--- config.mk ---
export PLATFORM = sky130hd
export DESIGN_NAME = ecc_mem_top
export DESIGN_NICKNAME = d
export VERILOG_FILES = /design/src/logic/ecc_mem_pkg.sv /design/src/logic/ecc_13_codec.sv /design/src/logic/ecc_err_log.sv /design/src/logic/ecc_mem_array.sv /design/src/logic/ecc_mem_top.sv /design/src/logic/ecc_wb_slave.sv
export VERILOG_INCLUDE_DIRS = /design/src /design/src/include
export SDC_FILE = /design/constraint.sdc
export NUM_CORES = 1
export LEC_CHECK = 0
export ABC_CLOCK_PERIOD_IN_PS = 5500
export BUFFER_PORTS_ARGS = -buffer_cell sky130_fd_sc_hd__buf_4
export CAP_MARGIN = 20
export CORE_MARGIN = 2
export CORE_UTILIZATION = 60
export CTS_BUF_LIST = sky130_fd_sc_hd__clkbuf_8
export CTS_CLUSTER_DIAMETER = 80
export DETAILED_ROUTE_END_ITERATION = 12
export MAX_ROUTING_LAYER = met4
export PLACE_DENSITY_LB_ADDON = 0.1
export SKIP_CTS_REPAIR_TIMING = 1
export SLEW_MARGIN = 20
export SYNTH_ARGS = -nofsm -noshare
export SYNTH_HDL_FRONTEND = slang
export SYNTH_SLANG_ARGS = --single-unit
--- constraint.sdc ---
create_clock -name clk -period 5.5 [get_ports clk]
set_input_delay 0.275 -clock clk [delete_from_list [all_inputs] [get_ports clk]]
set_output_delay 0.275 -clock clk [all_outputs]
set_load 0.01 [all_outputs]
--- src/include/ecc_mem_settings.svh ---
`ifndef ECC_MEM_SETTINGS_SVH
`define ECC_MEM_SETTINGS_SVH

// memory geometry.
`define ECC_MEM_DEPTH 64
`define ECC_MEM_AW 6

`define ECC_WB_DW 16

// adr bit that selects register space.
`define ECC_CSR_SEL 6

`define ECC_REG_CTRL      3'd0
`define ECC_REG_FLIP_DATA 3'd1
`define ECC_REG_FLIP_PAR  3'd2
`define ECC_REG_SBIT_CNT  3'd3
`define ECC_REG_DBIT_CNT  3'd4
`define ECC_REG_LAST_ADR  3'd5

`endif

--- src/logic/ecc_mem_pkg.sv ---
`default_nettype none

`include "ecc_mem_settings.svh"

package ecc_mem_pkg;

    // master to slave, classic cycle.
    typedef struct packed {
        logic                  cyc;
        logic                  stb;
        logic                  we;
        logic [`ECC_MEM_AW:0]  adr; // top bit is the register select.
        logic [`ECC_WB_DW-1:0] dat;
    } wb_req_t;

    typedef struct packed {
        logic                  ack;
        logic                  err;
        logic [`ECC_WB_DW-1:0] dat;
    } wb_rsp_t;

    // one stored word.
    typedef struct packed {
        logic [5:0]  parity;
        logic [12:0] data;
    } ecc_word_t;

    typedef struct packed {
        logic sbit;
        logic dbit;
    } ecc_status_t;

    typedef enum logic [1:0] {
        IDLE,
        READ_WAIT,
        RESPOND
    } slave_state_t;

endpackage

`default_nettype wire

--- src/logic/ecc_13_codec.sv ---
`default_nettype none

module ecc_13_codec (
    input  wire logic [12:0]              data_in,
    input  wire logic [5:0]               parity_in,
    input  wire logic                     bypass,
    output logic [12:0]                   data_out,
    output logic [5:0]                    parity_out,
    output ecc_mem_pkg::ecc_status_t      status
);

    logic [5:0]  syndrome;
    logic [12:0] fix_mask;
    logic        sbit_raw;
    logic        dbit_raw;

    // fixed hamming columns of odd weight.
    function automatic logic [5:0] encode(input logic [12:0] d);
        logic [5:0] p;
        p[0] = ^{d[0], d[1], d[3], d[4], d[6], d[8], d[10], d[11]};
        p[1] = ^{d[0], d[2], d[3], d[5], d[6], d[9], d[10], d[12]};
        p[2] = ^{d[1], d[2], d[3], d[7], d[8], d[9], d[10]};
        p[3] = ^{d[4], d[5], d[6], d[7], d[8], d[9], d[10]};
        p[4] = ^{d[11], d[12]};
        p[5] = ^{d[0], d[1], d[2], d[4], d[5], d[7], d[10], d[11], d[12]};
        return p;
    endfunction

    assign parity_out = encode(data_in);
    assign syndrome   = parity_in ^ parity_out;

    always_comb begin
        fix_mask = '0;
        sbit_raw = 1'b0;
        dbit_raw = 1'b0;
        case (syndrome)
            6'b000000: ;
            6'b100011: fix_mask[0]  = 1'b1;
            6'b100101: fix_mask[1]  = 1'b1;
            6'b100110: fix_mask[2]  = 1'b1;
            6'b000111: fix_mask[3]  = 1'b1;
            6'b101001: fix_mask[4]  = 1'b1;
            6'b101010: fix_mask[5]  = 1'b1;
            6'b001011: fix_mask[6]  = 1'b1;
            6'b101100: fix_mask[7]  = 1'b1;
            6'b001101: fix_mask[8]  = 1'b1;
            6'b001110: fix_mask[9]  = 1'b1;
            6'b101111: fix_mask[10] = 1'b1;
            6'b110001: fix_mask[11] = 1'b1;
            6'b110010: fix_mask[12] = 1'b1;
            default: begin
                if ($onehot(syndrome)) begin
                    sbit_raw = 1'b1; // only a check bit was hit.
                end else begin
                    dbit_raw = 1'b1;
                end
            end
        endcase
        sbit_raw = sbit_raw | (|fix_mask);
    end

    assign data_out = bypass ? data_in : data_in ^ fix_mask;
    assign status   = '{sbit: sbit_raw & ~bypass, dbit: dbit_raw & ~bypass};

    a_status_excl: assert final (!(status.sbit && status.dbit));

endmodule

`default_nettype wire

--- src/logic/ecc_err_log.sv ---
`default_nettype none

`include "ecc_mem_settings.svh"

module ecc_err_log (
    input  wire logic                    clk,
    input  wire logic                    rst_n,
    input  wire logic                    log_sbit,
    input  wire logic                    log_dbit,
    input  wire logic [`ECC_MEM_AW-1:0]  log_adr,
    input  wire logic                    clear_sbit,
    input  wire logic                    clear_dbit,
    output logic [`ECC_WB_DW-1:0]        sbit_cnt,
    output logic [`ECC_WB_DW-1:0]        dbit_cnt,
    output logic [`ECC_MEM_AW-1:0]       last_adr
);

    // clear wins, then saturate at all ones.
    function automatic logic [`ECC_WB_DW-1:0] cnt_next(
        input logic [`ECC_WB_DW-1:0] cnt,
        input logic                  clr,
        input logic                  inc
    );
        if (clr) begin
            return '0;
        end
        if (inc && cnt != '1) begin
            return cnt + 1'b1;
        end
        return cnt;
    endfunction

    always_ff @(posedge clk or negedge rst_n) begin
        if (!rst_n) begin
            sbit_cnt <= '0;
            dbit_cnt <= '0;
            last_adr <= '0;
        end else begin
            sbit_cnt <= cnt_next(sbit_cnt, clear_sbit, log_sbit);
            dbit_cnt <= cnt_next(dbit_cnt, clear_dbit, log_dbit);
            if (log_sbit || log_dbit) begin
                last_adr <= log_adr;
            end
        end
    end

    // one read yields one classification.
    a_one_log: assert property (
        @(posedge clk) disable iff (!rst_n) !(log_sbit && log_dbit)
    );

endmodule

`default_nettype wire

--- src/logic/ecc_mem_array.sv ---
`default_nettype none

`include "ecc_mem_settings.svh"

module ecc_mem_array (
    input  wire logic                    clk,
    input  wire logic                    we,
    input  wire logic [`ECC_MEM_AW-1:0]  adr,
    input  wire ecc_mem_pkg::ecc_word_t  wdata,
    output ecc_mem_pkg::ecc_word_t       rdata
);

    import ecc_mem_pkg::*;

    ecc_word_t mem [`ECC_MEM_DEPTH];

    // read port sees the old word on a same-cycle write.
    always_ff @(posedge clk) begin
        if (we) begin
            mem[adr] <= wdata;
        end
        rdata <= mem[adr];
    end

    a_adr_range: assert property (
        @(posedge clk) we |-> (adr < `ECC_MEM_DEPTH)
    );

endmodule

`default_nettype wire

--- src/logic/ecc_mem_top.sv ---
`default_nettype none

`include "ecc_mem_settings.svh"

module ecc_mem_top (
    input  wire logic                  clk,
    input  wire logic                  rst_n,
    input  wire ecc_mem_pkg::wb_req_t  wb_req,
    output ecc_mem_pkg::wb_rsp_t       wb_rsp
);

    import ecc_mem_pkg::*;

    logic                   mem_we;
    logic [`ECC_MEM_AW-1:0] mem_adr;
    ecc_word_t              wr_word;
    ecc_word_t              rd_word;
    logic [12:0]            enc_data;
    logic [5:0]             enc_parity;
    logic [12:0]            dec_data;
    ecc_status_t            dec_status;
    logic                   bypass;
    logic                   log_sbit;
    logic                   log_dbit;
    logic [`ECC_MEM_AW-1:0] log_adr;
    logic                   clear_sbit;
    logic                   clear_dbit;
    logic [`ECC_WB_DW-1:0]  sbit_cnt;
    logic [`ECC_WB_DW-1:0]  dbit_cnt;
    logic [`ECC_MEM_AW-1:0] last_adr;

    ecc_wb_slave u_slave (
        .clk        (clk),
        .rst_n      (rst_n),
        .wb_req     (wb_req),
        .wb_rsp     (wb_rsp),
        .mem_we     (mem_we),
        .mem_adr    (mem_adr),
        .mem_wdata  (wr_word),
        .enc_data   (enc_data),
        .enc_parity (enc_parity),
        .dec_data   (dec_data),
        .dec_status (dec_status),
        .bypass     (bypass),
        .log_sbit   (log_sbit),
        .log_dbit   (log_dbit),
        .log_adr    (log_adr),
        .clear_sbit (clear_sbit),
        .clear_dbit (clear_dbit),
        .sbit_cnt   (sbit_cnt),
        .dbit_cnt   (dbit_cnt),
        .last_adr   (last_adr)
    );

    // encoder only, syndrome side unused.
    ecc_13_codec u_enc (
        .data_in    (enc_data),
        .parity_in  (6'b0),
        .bypass     (1'b0),
        .data_out   (),
        .parity_out (enc_parity),
        .status     ()
    );

    ecc_13_codec u_dec (
        .data_in    (rd_word.data),
        .parity_in  (rd_word.parity),
        .bypass     (bypass),
        .data_out   (dec_data),
        .parity_out (),
        .status     (dec_status)
    );

    ecc_mem_array u_array (
        .clk   (clk),
        .we    (mem_we),
        .adr   (mem_adr),
        .wdata (wr_word),
        .rdata (rd_word)
    );

    ecc_err_log u_log (
        .clk        (clk),
        .rst_n      (rst_n),
        .log_sbit   (log_sbit),
        .log_dbit   (log_dbit),
        .log_adr    (log_adr),
        .clear_sbit (clear_sbit),
        .clear_dbit (clear_dbit),
        .sbit_cnt   (sbit_cnt),
        .dbit_cnt   (dbit_cnt),
        .last_adr   (last_adr)
    );

endmodule

`default_nettype wire

--- src/logic/ecc_wb_slave.sv ---
`default_nettype none

`include "ecc_mem_settings.svh"

module ecc_wb_slave (
    input  wire logic                      clk,
    input  wire logic                      rst_n,
    input  wire ecc_mem_pkg::wb_req_t      wb_req,
    output ecc_mem_pkg::wb_rsp_t           wb_rsp,
    output logic                           mem_we,
    output logic [`ECC_MEM_AW-1:0]         mem_adr,
    output ecc_mem_pkg::ecc_word_t         mem_wdata,
    output logic [12:0]                    enc_data,
    input  wire logic [5:0]                enc_parity,
    input  wire logic [12:0]               dec_data,
    input  wire ecc_mem_pkg::ecc_status_t  dec_status,
    output logic                           bypass,
    output logic                           log_sbit,
    output logic                           log_dbit,
    output logic [`ECC_MEM_AW-1:0]         log_adr,
    output logic                           clear_sbit,
    output logic                           clear_dbit,
    input  wire logic [`ECC_WB_DW-1:0]     sbit_cnt,
    input  wire logic [`ECC_WB_DW-1:0]     dbit_cnt,
    input  wire logic [`ECC_MEM_AW-1:0]    last_adr
);

    import ecc_mem_pkg::*;

    slave_state_t          state;
    logic [`ECC_MEM_AW:0]  adr_q;
    logic                  we_q;
    logic [12:0]           flip_data;
    logic [5:0]            flip_par;
    logic                  strobe;
    logic                  csr_hit;
    logic                  csr_wr;
    logic                  mem_rd_q;
    logic                  respond;
    logic [2:0]            reg_off;
    logic [`ECC_WB_DW-1:0] rd_data;

    assign strobe   = (state == IDLE) && wb_req.cyc && wb_req.stb;
    assign csr_hit  = wb_req.adr[`ECC_CSR_SEL];
    assign csr_wr   = strobe && csr_hit && wb_req.we;
    assign reg_off  = wb_req.adr[2:0];
    assign mem_rd_q = !adr_q[`ECC_CSR_SEL] && !we_q;
    assign respond  = (state == RESPOND);

    always_ff @(posedge clk or negedge rst_n) begin
        if (!rst_n) begin
            state <= IDLE;
            adr_q <= '0;
            we_q  <= 1'b0;
        end else begin
            case (state)
                IDLE: begin
                    if (strobe) begin
                        adr_q <= wb_req.adr;
                        we_q  <= wb_req.we;
                        state <= (!csr_hit && !wb_req.we) ? READ_WAIT : RESPOND;
                    end
                end
                READ_WAIT: state <= RESPOND; // array output settles.
                default:   state <= IDLE;
            endcase
        end
    end

    always_ff @(posedge clk or negedge rst_n) begin
        if (!rst_n) begin
            bypass    <= 1'b0;
            flip_data <= '0;
            flip_par  <= '0;
        end else if (csr_wr) begin
            case (reg_off)
                `ECC_REG_CTRL:      bypass    <= wb_req.dat[0];
                `ECC_REG_FLIP_DATA: flip_data <= wb_req.dat[12:0];
                `ECC_REG_FLIP_PAR:  flip_par  <= wb_req.dat[5:0];
                default: ;
            endcase
        end
    end

    // writes land on the first edge straight from the bus.
    assign mem_we    = strobe && !csr_hit && wb_req.we;
    assign mem_adr   = (state == IDLE) ? wb_req.adr[`ECC_MEM_AW-1:0]
                                       : adr_q[`ECC_MEM_AW-1:0];
    assign enc_data  = wb_req.dat[12:0];
    assign mem_wdata = '{parity: enc_parity ^ flip_par, data: enc_data ^ flip_data};

    assign clear_sbit = csr_wr && (reg_off == `ECC_REG_SBIT_CNT);
    assign clear_dbit = csr_wr && (reg_off == `ECC_REG_DBIT_CNT);

    assign log_sbit = respond && mem_rd_q && dec_status.sbit;
    assign log_dbit = respond && mem_rd_q && dec_status.dbit;
    assign log_adr  = adr_q[`ECC_MEM_AW-1:0];

    always_comb begin
        rd_data = '0;
        if (adr_q[`ECC_CSR_SEL]) begin
            case (adr_q[2:0])
                `ECC_REG_CTRL:      rd_data[0]                = bypass;
                `ECC_REG_FLIP_DATA: rd_data[12:0]             = flip_data;
                `ECC_REG_FLIP_PAR:  rd_data[5:0]              = flip_par;
                `ECC_REG_SBIT_CNT:  rd_data                   = sbit_cnt;
                `ECC_REG_DBIT_CNT:  rd_data                   = dbit_cnt;
                `ECC_REG_LAST_ADR:  rd_data[`ECC_MEM_AW-1:0]  = last_adr;
                default: ;
            endcase
        end else begin
            rd_data[12:0] = dec_data; // upper bits stay zero.
        end
    end

    assign wb_rsp = '{ack: respond && !log_dbit, err: log_dbit, dat: rd_data};

    a_ack_err_excl: assert property (
        @(posedge clk) disable iff (!rst_n) !(wb_rsp.ack && wb_rsp.err)
    );

    a_rsp_in_cycle: assert property (
        @(posedge clk) disable iff (!rst_n)
        (wb_rsp.ack || wb_rsp.err) |-> (wb_req.cyc && wb_req.stb)
    );

endmodule

`default_nettype wire
=== Word-level counts from Yosys, hierarchy flattened ===
Memories as Yosys holds them, arrays and structs flattened. A register that Yosys moved wholly into a read port is not among the register bits.
Index checks and enable logic that the tools add are counted.

* Logic and storage cells: 143
* Flip-flop bits (word level): 68
* Output and inout bits: 18
* Bits in writable memories: 1216
* Memories: 1
* Input port bits: 28

{| class="wikitable"
|+ Memories
! memory !! depth !! width !! read ports !! clocked after memory_dff !! write ports !! line !! RTL
|-
| u_array.mem || 64 || 19 || 1 || 1 || 1 || ecc_mem_array.sv:15 || <nowiki>ecc_word_t mem [`ECC_MEM_DEPTH];</nowiki>
|}

* Mux-type cells: 44
* Bitwise gates (word level): 8
* Add/subtract/negate cells: 7
* Reduce and logical (&&, ||, !) cells: 46
* Eq/ne operators: 28

{| class="wikitable"
|+ Operator list
! kind !! count
|-
| 2-to-1 mux 16 bit || 8
|-
| equality test 6 bit, second input constant || 9
|-
| adder 16 x 1 -> 16 bit, second input constant || 2
|-
| != test 16 bit, second input constant || 2
|-
| XOR reduction 8 bit || 4
|-
| XOR reduction 7 bit || 4
|-
| 2-to-1 mux 13 bit || 2
|-
| XOR 13 bit || 2
|-
| 2-to-1 mux 1 bit || 25
|-
| one-hot mux 5 bit (5 select lines) || 1
|-
| one-hot mux 7 bit (3 select lines) || 1
|-
| equality test 6 x 4 -> 1 bit, second input constant || 3
|-
| XOR reduction 9 bit || 2
|-
| logical AND 1 bit || 16
|-
| OR reduction 14 bit || 1
|-
| OR reduction 13 bit || 1
|-
| equality test 3 x 2 -> 1 bit, second input constant || 4
|-
| XOR 6 bit || 2
|-
| equality test 3 x 1 -> 1 bit, second input constant || 3
|-
| equality test 3 bit, second input constant || 3
|-
| AND reduction 2 bit || 4
|-
| adder 1 x 1 -> 2 bit || 3
|-
| adder 3 bit || 2
|-
| equality test 6 x 3 -> 1 bit, second input constant || 1
|-
| other kinds (19) || 28
|}

=== Depth between registers and ports, before layout ===
Gate-level depths: netlist of run 1.

* Depth in word-level cells: 16
* Gate-level depth with buffers: 17
* Gate-level depth less buffers: 15

=== Cells and area by module ===
Synthesis of run 1 repeated with hierarchy kept, for this count alone.

* Cells, all modules: 3377
* Area, all modules: 53361.2 µm²

{| class="wikitable"
|+ Modules (own cells, without submodules)
! module !! sequential area each (µm²) !! area each (µm²) !! cells each !! times used
|-
| ecc_mem_array || 36895.4 || 47058.9 || 2698 || 1
|-
| ecc_wb_slave || 750.7 || 2202.1 || 224 || 1
|-
| ecc_err_log || 950.9 || 1943.1 || 195 || 1
|-
| ecc_13_codec (u_dec) || 0.0 || 1088.5 || 134 || 1
|-
| ecc_13_codec (u_enc) || 0.0 || 1064.8 || 125 || 1
|-
| ecc_mem_top || 0.0 || 3.8 || 1 || 1
|}

=== Worst setup path before layout of run 1 ===
Ideal clock, no wire load.

* Path kind: reg2reg
* Start point: register u_array.rdata[5] (netlist name)
* End point: register u_log.dbit_cnt[11]
* Path buffers: 2
* Setup time: 0.136 ns
* Data arrival time: 3.515 ns
* Path slack: 1.848 ns
* Required time: 5.364 ns
* Period minus slack after synthesis: 3.652 ns
* Stages on the path, launching flop included: 16
* Path through: dfxtp_1 > xor2_1 > xor2_1 > nand2_1 > o22ai_1 > fa_1 > ha_1 > xnor2_1 > nand3b_1 > nand2_1 > a31o_1 > nand4b_2 > buf_6 > clkbuf_1 > o31ai_1 > a21oi_1

* Word-level cells in the longest chain between the ends: 14
* Elaborated cells between the ends (all ways): 36
* Classes of those cells: add/sub (5); eq/ne (14); mux (7); bitwise (2); reduce/logical (8)

{| class="wikitable"
|+ Ends and longest elaborated chain
! element !! line !! RTL
|-
| XOR reduction 8 bit or XOR reduction 7 bit (tied branches) || ecc_13_codec.sv:21, ecc_13_codec.sv:23 ||
|-
| XOR 6 bit (*) || ecc_13_codec.sv:30 || <nowiki>assign syndrome = parity_in ^ parity_out;</nowiki>
|-
| adder 1 x 1 -> 2 bit (not written as such) || ecc_13_codec.sv:52 || <nowiki>if ($onehot(syndrome)) begin</nowiki>
|-
| adder 3 bit (not written as such) (2 in a row) || ecc_13_codec.sv:52 ||
|-
| equality test 3 x 1 -> 1 bit || ecc_13_codec.sv:52 ||
|-
| 2-to-1 mux 1 bit || ecc_13_codec.sv:52 ||
|-
| 2-to-1 mux 1 bit (*) || ecc_13_codec.sv:36 || <nowiki>case (syndrome)</nowiki>
|-
| bitwise AND 1 bit (*) || ecc_13_codec.sv:63 || <nowiki>assign status = '{sbit: sbit_raw & ~bypass, dbit: dbit_raw & ~bypass};</nowiki>
|-
| logical AND 1 bit (*) || ecc_wb_slave.sv:96 || <nowiki>assign log_dbit = respond && mem_rd_q && dec_status.dbit;</nowiki>
|-
| logical AND 1 bit (*) || ecc_err_log.sv:27 || <nowiki>if (inc && cnt != '1) begin</nowiki>
|-
| 2-to-1 mux 16 bit or 2-to-1 mux 1 bit (tied branches) || ecc_err_log.sv:27 ||
|-
| 2-to-1 mux 16 bit or 2-to-1 mux 1 bit (tied branches) || ecc_err_log.sv:30, ecc_err_log.sv:27 ||
|-
| 2-to-1 mux 16 bit or nonzero test 2 bit (tied branches) || n/a ||
|-
| to (signal assigned) || ecc_err_log.sv:40 || <nowiki>dbit_cnt <= cnt_next(dbit_cnt, clear_dbit, log_dbit);</nowiki>
|-
| to (decl) || ecc_err_log.sv:14 || <nowiki>output logic [`ECC_WB_DW-1:0] dbit_cnt,</nowiki>
|}

Every way passes the cells marked *; elsewhere a longest branch is shown, timed or not. The select of a mux whose other input is x is not followed.
A chain may end at the register's enable or synchronous reset.

==> impl_metrics.py, run 1 <==
metrics = {
    "outcome": {
        "run_status": "finished, final reports clean",
    },
    "timing": {
        "layout_min_cycle_time_ns": 5.06,
        "share_of_the_clock_period_used_by_the_worst_path_after_layout_pct": 92.0,
        "tightest_slew_ns": 1.13,
        "worst_hold_slack_ns": 0.0652,
        "setup_violations": 0,
        "rsz0062_at_grt": "no",
        "fin_skew_ns": 0.0357,
        "maxSlewViolCount": 0,
        "maxSlewHeadroom_pct": 24.3,
        "maximum_frequency_from_static_timing_analysis_mhz": 198,
        "totalNegativeSetupSlack_ns": 0,
        "finalHoldViolations": 0,
        "fin_ws_ns": 0.443,
    },
    "logic_synthesis": {
        "synth_xor_xnor_area_share_pct": 1.65,
        "synth_fa_ha_area_share_pct": 0.354,
        "ys_seq_area_share_pct": 76.9,
        "netlist_instances": 3167,
        "synth_compound_area_share_pct": 12.2,
        "ys_seq_elements": 1303,
        "yosys-top-cells-area": "edfxtp_1 (73%), a22oi_1 (6.0%), dfrtp_1 (3.4%), nand2_1 (2.2%), a21oi_1 (1.7%)",
        "synthMuxAreaShare_pct": 1.95,
        "synth-main-ff-cell": "edfxtp_1",
        "yosys.area.top_type_share_pct": 72.7,
        "postSynth.asyncResetShare_pct": 5.22,
        "synth_enable_flop_cells": 1216,
        "yosysUniqueCellTypes": 77,
        "syn_nets": 3208,
        "avgSynthCellArea_um2": 15.9,
        "post_synth_instance_area_um2": 50200,
        "yosysMostFrequentCell": "edfxtp_1",
        "synth_common_cells": "edfxtp_1 (1,216), a22oi_1 (399), nand2_1 (290)",
        "synth.yosys.warnings": 0,
        "largest_family_of_logic_cells_by_synthesized_area": "compound AO/OA/AOI/OAI gates",
        "post_synth_and_or_nand_nor_area_fraction_pct": 5.34,
        "synth_area_leader_cell": "edfxtp_1",
    },
    "detailed_routing": {
        "vias_per_cell": 6.77,
        "remaining_drc_errors": 0,
        "wl_per_cell_um": 31.6,
        "drt_iter0_drc": 4404,
        "ant_nets": 0,
        "postRouteWirelength_mm": 148,
        "route.vias.total": 31600,
        "firstDrtPassIters": 7,
    },
    "clock_network": {
        "clock_tree_from_tritoncts": "done",
        "ctsLongestPathBuffers": 3,
        "clk_pin_slew_worst_paths_ns": 0.06,
        "cts_num_sinks": 1303,
        "clock_latency_on_the_worst_skew_pair_ns": 0.90,
        "cts_made_buffers": 198,
        "ctsHtreeMaxLevel": 4,
        "cts.root.buffer_cell": "clkbuf_8",
    },
    "global_route": {
        "grt_usage_pct": 35.4,
        "maximum_number_of_pins_on_one_net_before_global_route_repair": 72,
        "via_count_of_the_first_global_routing_pass": 30600,
        "antenna_found_initial": 8,
        "grt_pass1_wl_mm": 210,
        "grt_overflow": 0,
    },
    "placement": {
        "weighted_congestion_at_the_end_of_routability_driven_global_placement": 0.966,
        "dpl_worst_slack_ns": 0.505,
        "port_buffers": 42,
        "detailedPlacementHpwl_mm": 85.5,
    },
    "critical_path": {
        "startpoint_type": "flip-flop",
        "worst_setup_path_end_kind": "output pin",
        "critPathKind": "flip-flop to output pin",
        "required_ns": 5.22,
        "crit_path_max_fanout": 12,
        "setup.reg_to_reg.worst_slack_ns": 0.47,
        "worst-endpoint-arrival_ns": 4.78,
    },
    "final_layout": {
        "drive_gt1_share_pct": 17.3,
        "finish.net_count": 3467,
        "multiInputGateArea_um2": 11400,
        "syn2layout_area_growth_pct": 13.8,
        "nFillCells": 5630,
        "layout.area.seq_um2": 38600,
    },
    "die": {
        "fp-row-count": 106,
        "start_util_pct": 60.3,
        "fp.coreArea_um2": 83300,
        "boundaryPins": 46,
        "fp.dieArea_um2": 86000,
        "die_w_um": 293,
        "dieHeight_um": 293,
    },
    "power": {
        "internal_power_mw": 17.2,
        "clock_power_share_pct": 29.2,
        "p_per_area_nw_per_um2": 443,
        "netSwitchingPower_mw": 8.12,
        "report.power.total_mw": 25.3,
        "power.static_leakage_nw": 18.6,
        "combPwrFrac_pct": 23.9,
        "power.share.switching_pct": 32.1,
        "power.ir.vdd_worst_mv": 0.727,
        "seq_power_share_pct": 46.9,
    },
    "min_path": {
        "worst_hold_path_type": "input port to asynchronous set/reset pin",
    },
    "job": {
        "maxCapViolations": 0,
    },
}
==> cells by family (layout without fill, tap and decap cells) <==
logic type / after synthesis / in the layout
multiplexers: 93 / 93
flip-flops: 1303 / 1303
adder cells (fa/ha/maj): 13 / 13
buffers and inverters: 206 / 626
XOR/XNOR: 87 / 87
AO/OA/AOI/OAI: 866 / 866
other: 0 / 4
AND/OR/NAND/NOR: 599 / 599
==> registers in the layout, summed over array words and instances (netlist names) <==
name / flops
u_array.mem: 1216
u_array.rdata: 19
u_log.dbit_cnt: 16
u_log.last_adr: 6
u_log.sbit_cnt: 16
u_slave.adr_q: 7
u_slave.bypass: 1
u_slave.flip_data: 13
u_slave.flip_par: 6
u_slave.state: 2
u_slave.we_q: 1
==> path summary, 6_finish.rpt <==
kind | cells after the start | start | endpoint
setup reg to reg | 13 | u_array.rdata[2] | u_log.dbit_cnt[13]
min in group clk | 3 | wb_req[19] | u_slave.adr_q[3]
hold / removal | 2 | rst_n | u_log.dbit_cnt[8]
hold reg to reg | 1 | u_log.last_adr[0] | u_log.last_adr[0]
max in group asynchronous | 2 | rst_n | u_slave.adr_q[4]
setup / recovery | 13 | u_array.rdata[2] | wb_rsp[17]
==> routing by layer <==
layer  share of wire (%)  routed length, um  vias to the layer above  track usage, %
met3                  12              17100                      342            7.65
met2                  47              69500                     2156            53.4
li1                    -                  -                    13200               -
met4                 4.4               6460                        0            15.4
met5                   0                  0                        -               -
met1                  37              54600                    15900            47.2
==> stage by stage <==
stage	util [%]	std cells	instance area, um2
4_1_cts	68.3	4638	56900
6_report	68.6	4671	57200
5_1_grt	68.6	4671	57200
3_5_place_dp	63.9	4277	53200
3_3_place_gp	63.8	4276	53200
2_1_floorplan	-	3167	50200
==> critical path: stages, from the launching register on <==
cell and delay, ns:
dfxtp_1 0.40, xnor2_1 0.11, xnor2_1 0.81, nand2_1 0.20, o22ai_1 0.62, fa_1 0.54
ha_1 0.20, xnor2_1 0.13, nand3b_1 0.13, nand2_1 0.07, a31o_1 0.22, nor3_1 0.26
nor2_1 0.08, buf_4 0.15
==> power by group through the flow <==
stage	sequential, mW	clock [mW]	combinational (mW)
2_1_floorplan	12.0	0	3.98
3_3_place_gp	12.0	0	5.76
3_5_place_dp	12.1	0	5.90
4_1_cts	11.9	7.45	5.92
5_1_grt	11.9	7.88	6.43
6_report	11.9	7.39	6.05
==> layout make-up <==
cell class,instances,share of cell area [%]
Clock inverter,154,1.44
Sequential cell,1303,67.5
Tap cell,1080,2.36
Multi-Input combinational cell,1658,19.9
Timing Repair Buffer,244,3.62
Inverter,21,0.138
Clock buffer,207,4.98
Antenna cell,4,0.0175
==> placed cells by master, fill, tap and decap left out, drive strengths merged, types with 10 or more instances in the layout <==
cell | Yosys | routed
o22ai | 29 | 29
mux2 | 36 | 36
a31oi | 62 | 62
nor3 | 10 | 10
a22o | 16 | 16
buf | 52 | 214
xor2 | 34 | 34
ha | 11 | 11
a41oi | 56 | 56
edfxtp | 1216 | 1216
nand2 | 290 | 290
nor4 | 38 | 38
clkinv | 0 | 69
clkbuf | 133 | 207
or3 | 11 | 11
nand4 | 22 | 22
inv | 21 | 97
dfrtp | 68 | 68
mux2i | 57 | 57
a21oi | 167 | 167
nand3 | 35 | 35
o21ai | 37 | 37
xnor2 | 50 | 50
dlygate4sd3 | 0 | 29
a221oi | 39 | 39
nor2 | 137 | 137
o31ai | 15 | 15
a22oi | 399 | 399
or4 | 13 | 13
dfxtp | 19 | 19
Power figures use the tool's default switching activity.
==> run 2, diff against run 1 <==
Settings changed: GPL_ROUTABILITY_DRIVEN set to 0, RECOVER_POWER set to 100.
==> run 2 against run 1 <==
The flow now finishes with violations (capacitance limit, slew limit). Design area shrank 1.0%. Non-clock buffer count down 3. Clock-buffer cell count down 4. Via count is 0.39% higher. Global-route usage up 0.33 points. Setup slack got worse by 0.37 ns. Critical endpoint is now u_array.mem[46][13]. Critical path depth shrank 6. Sequential power about the same. Worst hold slack improved by 0.17 ns.
==> impl_metrics.py, run 2 (synthesis gave the netlist of run 1 again) <==
metrics = {
    "global_route": {
        "grt_overflow": 0,
        "via_count_of_the_first_global_routing_pass": 30800,
        "maximum_number_of_pins_on_one_net_before_global_route_repair": 69,
        "antenna_found_initial": 4,
        "grt_usage_pct": 35.8,
        "grt_pass1_wl_mm": 212,
    },
    "critical_path": {
        "crit_chain": "or2_1 > mux2_4 > nor2_2 > nand2_1 > clkbuf_1 > nor2_2 > clkbuf_2",
        "crit_path_top_delay_cell": "nor2_2",
        "largest_incremental_delay_on_the_critical_path_ns": 1.53,
        "crit_path_max_fanout": 42,
        "critPathKind": "flip-flop to flip-flop",
        "required_ns": 6.00,
        "startpoint_type": "flip-flop",
        "worst-endpoint-arrival_ns": 5.92,
        "worst_setup_path_end_kind": "flip-flop",
        "cp_common_cell": "nor2_2",
    },
    "timing": {
        "fin_skew_ns": 0.0322,
        "finalHoldViolations": 0,
        "setup_violations": 0,
        "rsz0062_at_grt": "no",
        "share_of_the_clock_period_used_by_the_worst_path_after_layout_pct": 98.6,
        "worst_hold_slack_ns": 0.232,
        "tightest_slew_ns": 3.78,
        "totalNegativeSetupSlack_ns": 0,
        "maxSlewHeadroom_pct": -152,
        "maxSlewViolCount": 1648,
        "layout_min_cycle_time_ns": 5.42,
        "fin_ws_ns": 0.0764,
        "maximum_frequency_from_static_timing_analysis_mhz": 184,
    },
    "final_layout": {
        "syn2layout_area_growth_pct": 12.7,
        "finish.net_count": 3464,
        "layout.area.seq_um2": 38600,
        "max_ffs_per_register": 1216,
        "largest_register": "u_array.mem",
        "postLayoutCellArea_um2": 56600,
        "drive_gt1_share_pct": 13.5,
        "largest_registers_in_the_final_layout": "u_array.mem x1216, u_array.rdata x19",
        "multiInputGateArea_um2": 11300,
        "layout_common_cells": "edfxtp_1 (1,216), a22oi_1 (399), nand2_1 (290)",
        "final_cells": 4670,
        "leading_cell_type_in_the_layout_fill_and_taps_excluded": "edfxtp_1",
        "nFillCells": 5705,
    },
    "job": {
        "maxCapViolations": 39,
    },
    "placement": {
        "dpl_worst_slack_ns": 0.611,
        "detailed_place.area_um2": 53200,
        "post-place-cells": 4275,
        "detailedPlacementHpwl_mm": 85.0,
        "port_buffers": 42,
    },
    "outcome": {
        "violations": "capacitance limit, slew limit",
        "run_status": "finished with violations",
    },
    "detailed_routing": {
        "firstDrtPassIters": 6,
        "drt_iter0_drc": 4262,
        "route.vias.total": 31700,
        "ant_nets": 0,
        "remaining_drc_errors": 0,
        "postRouteWirelength_mm": 149,
        "vias_per_cell": 6.80,
        "wl_per_cell_um": 31.8,
    },
    "clock_network": {
        "ctsHtreeMaxLevel": 4,
        "cts_num_sinks": 1303,
        "clock_latency_on_the_worst_skew_pair_ns": 0.88,
        "cts.root.buffer_cell": "clkbuf_8",
        "ctsLongestPathBuffers": 3,
        "clk_pin_slew_worst_paths_ns": 0.06,
        "clock_tree_from_tritoncts": "done",
        "cts_made_buffers": 198,
    },
    "die": {
        "fp.coreArea_um2": 83300,
        "boundaryPins": 46,
        "fp-row-count": 106,
        "start_util_pct": 60.3,
        "dieHeight_um": 293,
        "fp.dieArea_um2": 86000,
        "die_w_um": 293,
    },
    "power": {
        "p_per_area_nw_per_um2": 445,
        "power.static_leakage_nw": 18.1,
        "power.ir.vdd_worst_mv": 0.568,
    },
    "min_path": {
        "worst_hold_path_type": "input port to flip-flop",
    },
}
[run 2: cell count changes in the layout (fill, tap and decap cells not counted), sizes merged]
cell and change:
inv -1, diode -1, clkbuf +112, dlygate4sd3 -1, clkinv +12, clkdlybuf4s18 -1
clkinvlp -4, buf -117
[run 2: report_power, final]
| part | switching (mW) | internal [mW] | leakage, nW | total (mW) |
|---|---|---|---|---|
| clock | 3.73 | 3.61 | 2.11 | 7.34 |
| sequential | 0.257 | 11.7 | 11.9 | 12.0 |
| combinational | 4.06 | 1.83 | 4.08 | 5.89 |
| total | 8.05 | 17.1 | 18.1 | 25.2 |
[run 2: path summary, 6_finish.rpt]
path | end | start | depth (start not counted) | slack (ns)
setup / recovery | u_array.mem[46][13] | u_slave.state[1] | 7 | 0.08
hold / removal | u_slave.adr_q[5] | wb_req[21] | 3 | 0.23
setup reg to reg | u_array.mem[46][13] | u_slave.state[1] | 7 | 0.08
hold reg to reg | u_log.last_adr[5] | u_log.last_adr[5] | 1 | 0.51
max in group asynchronous | u_slave.adr_q[4] | rst_n | 2 | 2.12
min in group asynchronous | u_log.dbit_cnt[5] | rst_n | 2 | 1.25
[run 2: layer usage]
metal / vias to the layer above / wire length [um] / track usage, % / share of wire, %
met3: 404 / 17900 / 9.41 / 12
met4: 0 / 7380 / 17.3 / 5.0
met2: 2134 / 69000 / 53.8 / 46
met1: 16000 / 54300 / 45.7 / 37
li1: 13200 / - / - / -
met5: - / 0 / - / 0
[run 2: worst max-delay path, delay by kind of cell, from the launching register on]
family                 cells  cell delay (ns)
AND/OR/NAND/NOR            4             3.07
buffers and inverters      2             0.86
multiplexers               1             0.62
flip-flops                 1             0.46
[run 2: layout make-up]
cell class	count	share of cell area (%)
diodes	3	0.0133
clock buffers	203	4.94
clock inverters	161	1.49
inverters	21	0.139
multi-input cells	1658	19.9
flip-flops and latches	1303	68.2
well taps	1080	2.39
repair buffers	241	2.88
[run 2: stage by stage]
| step | total power, mW | utilization (%) |
|---|---|---|
| 3_5_place_dp | 17.9 | 63.8 |
| 5_1_grt | 26.1 | 67.9 |
| 6_report | 25.2 | 67.9 |
| 4_1_cts | 25.1 | 68.2 |
| 3_3_place_gp | 17.7 | 63.8 |
| 2_1_floorplan | 16.0 | - |
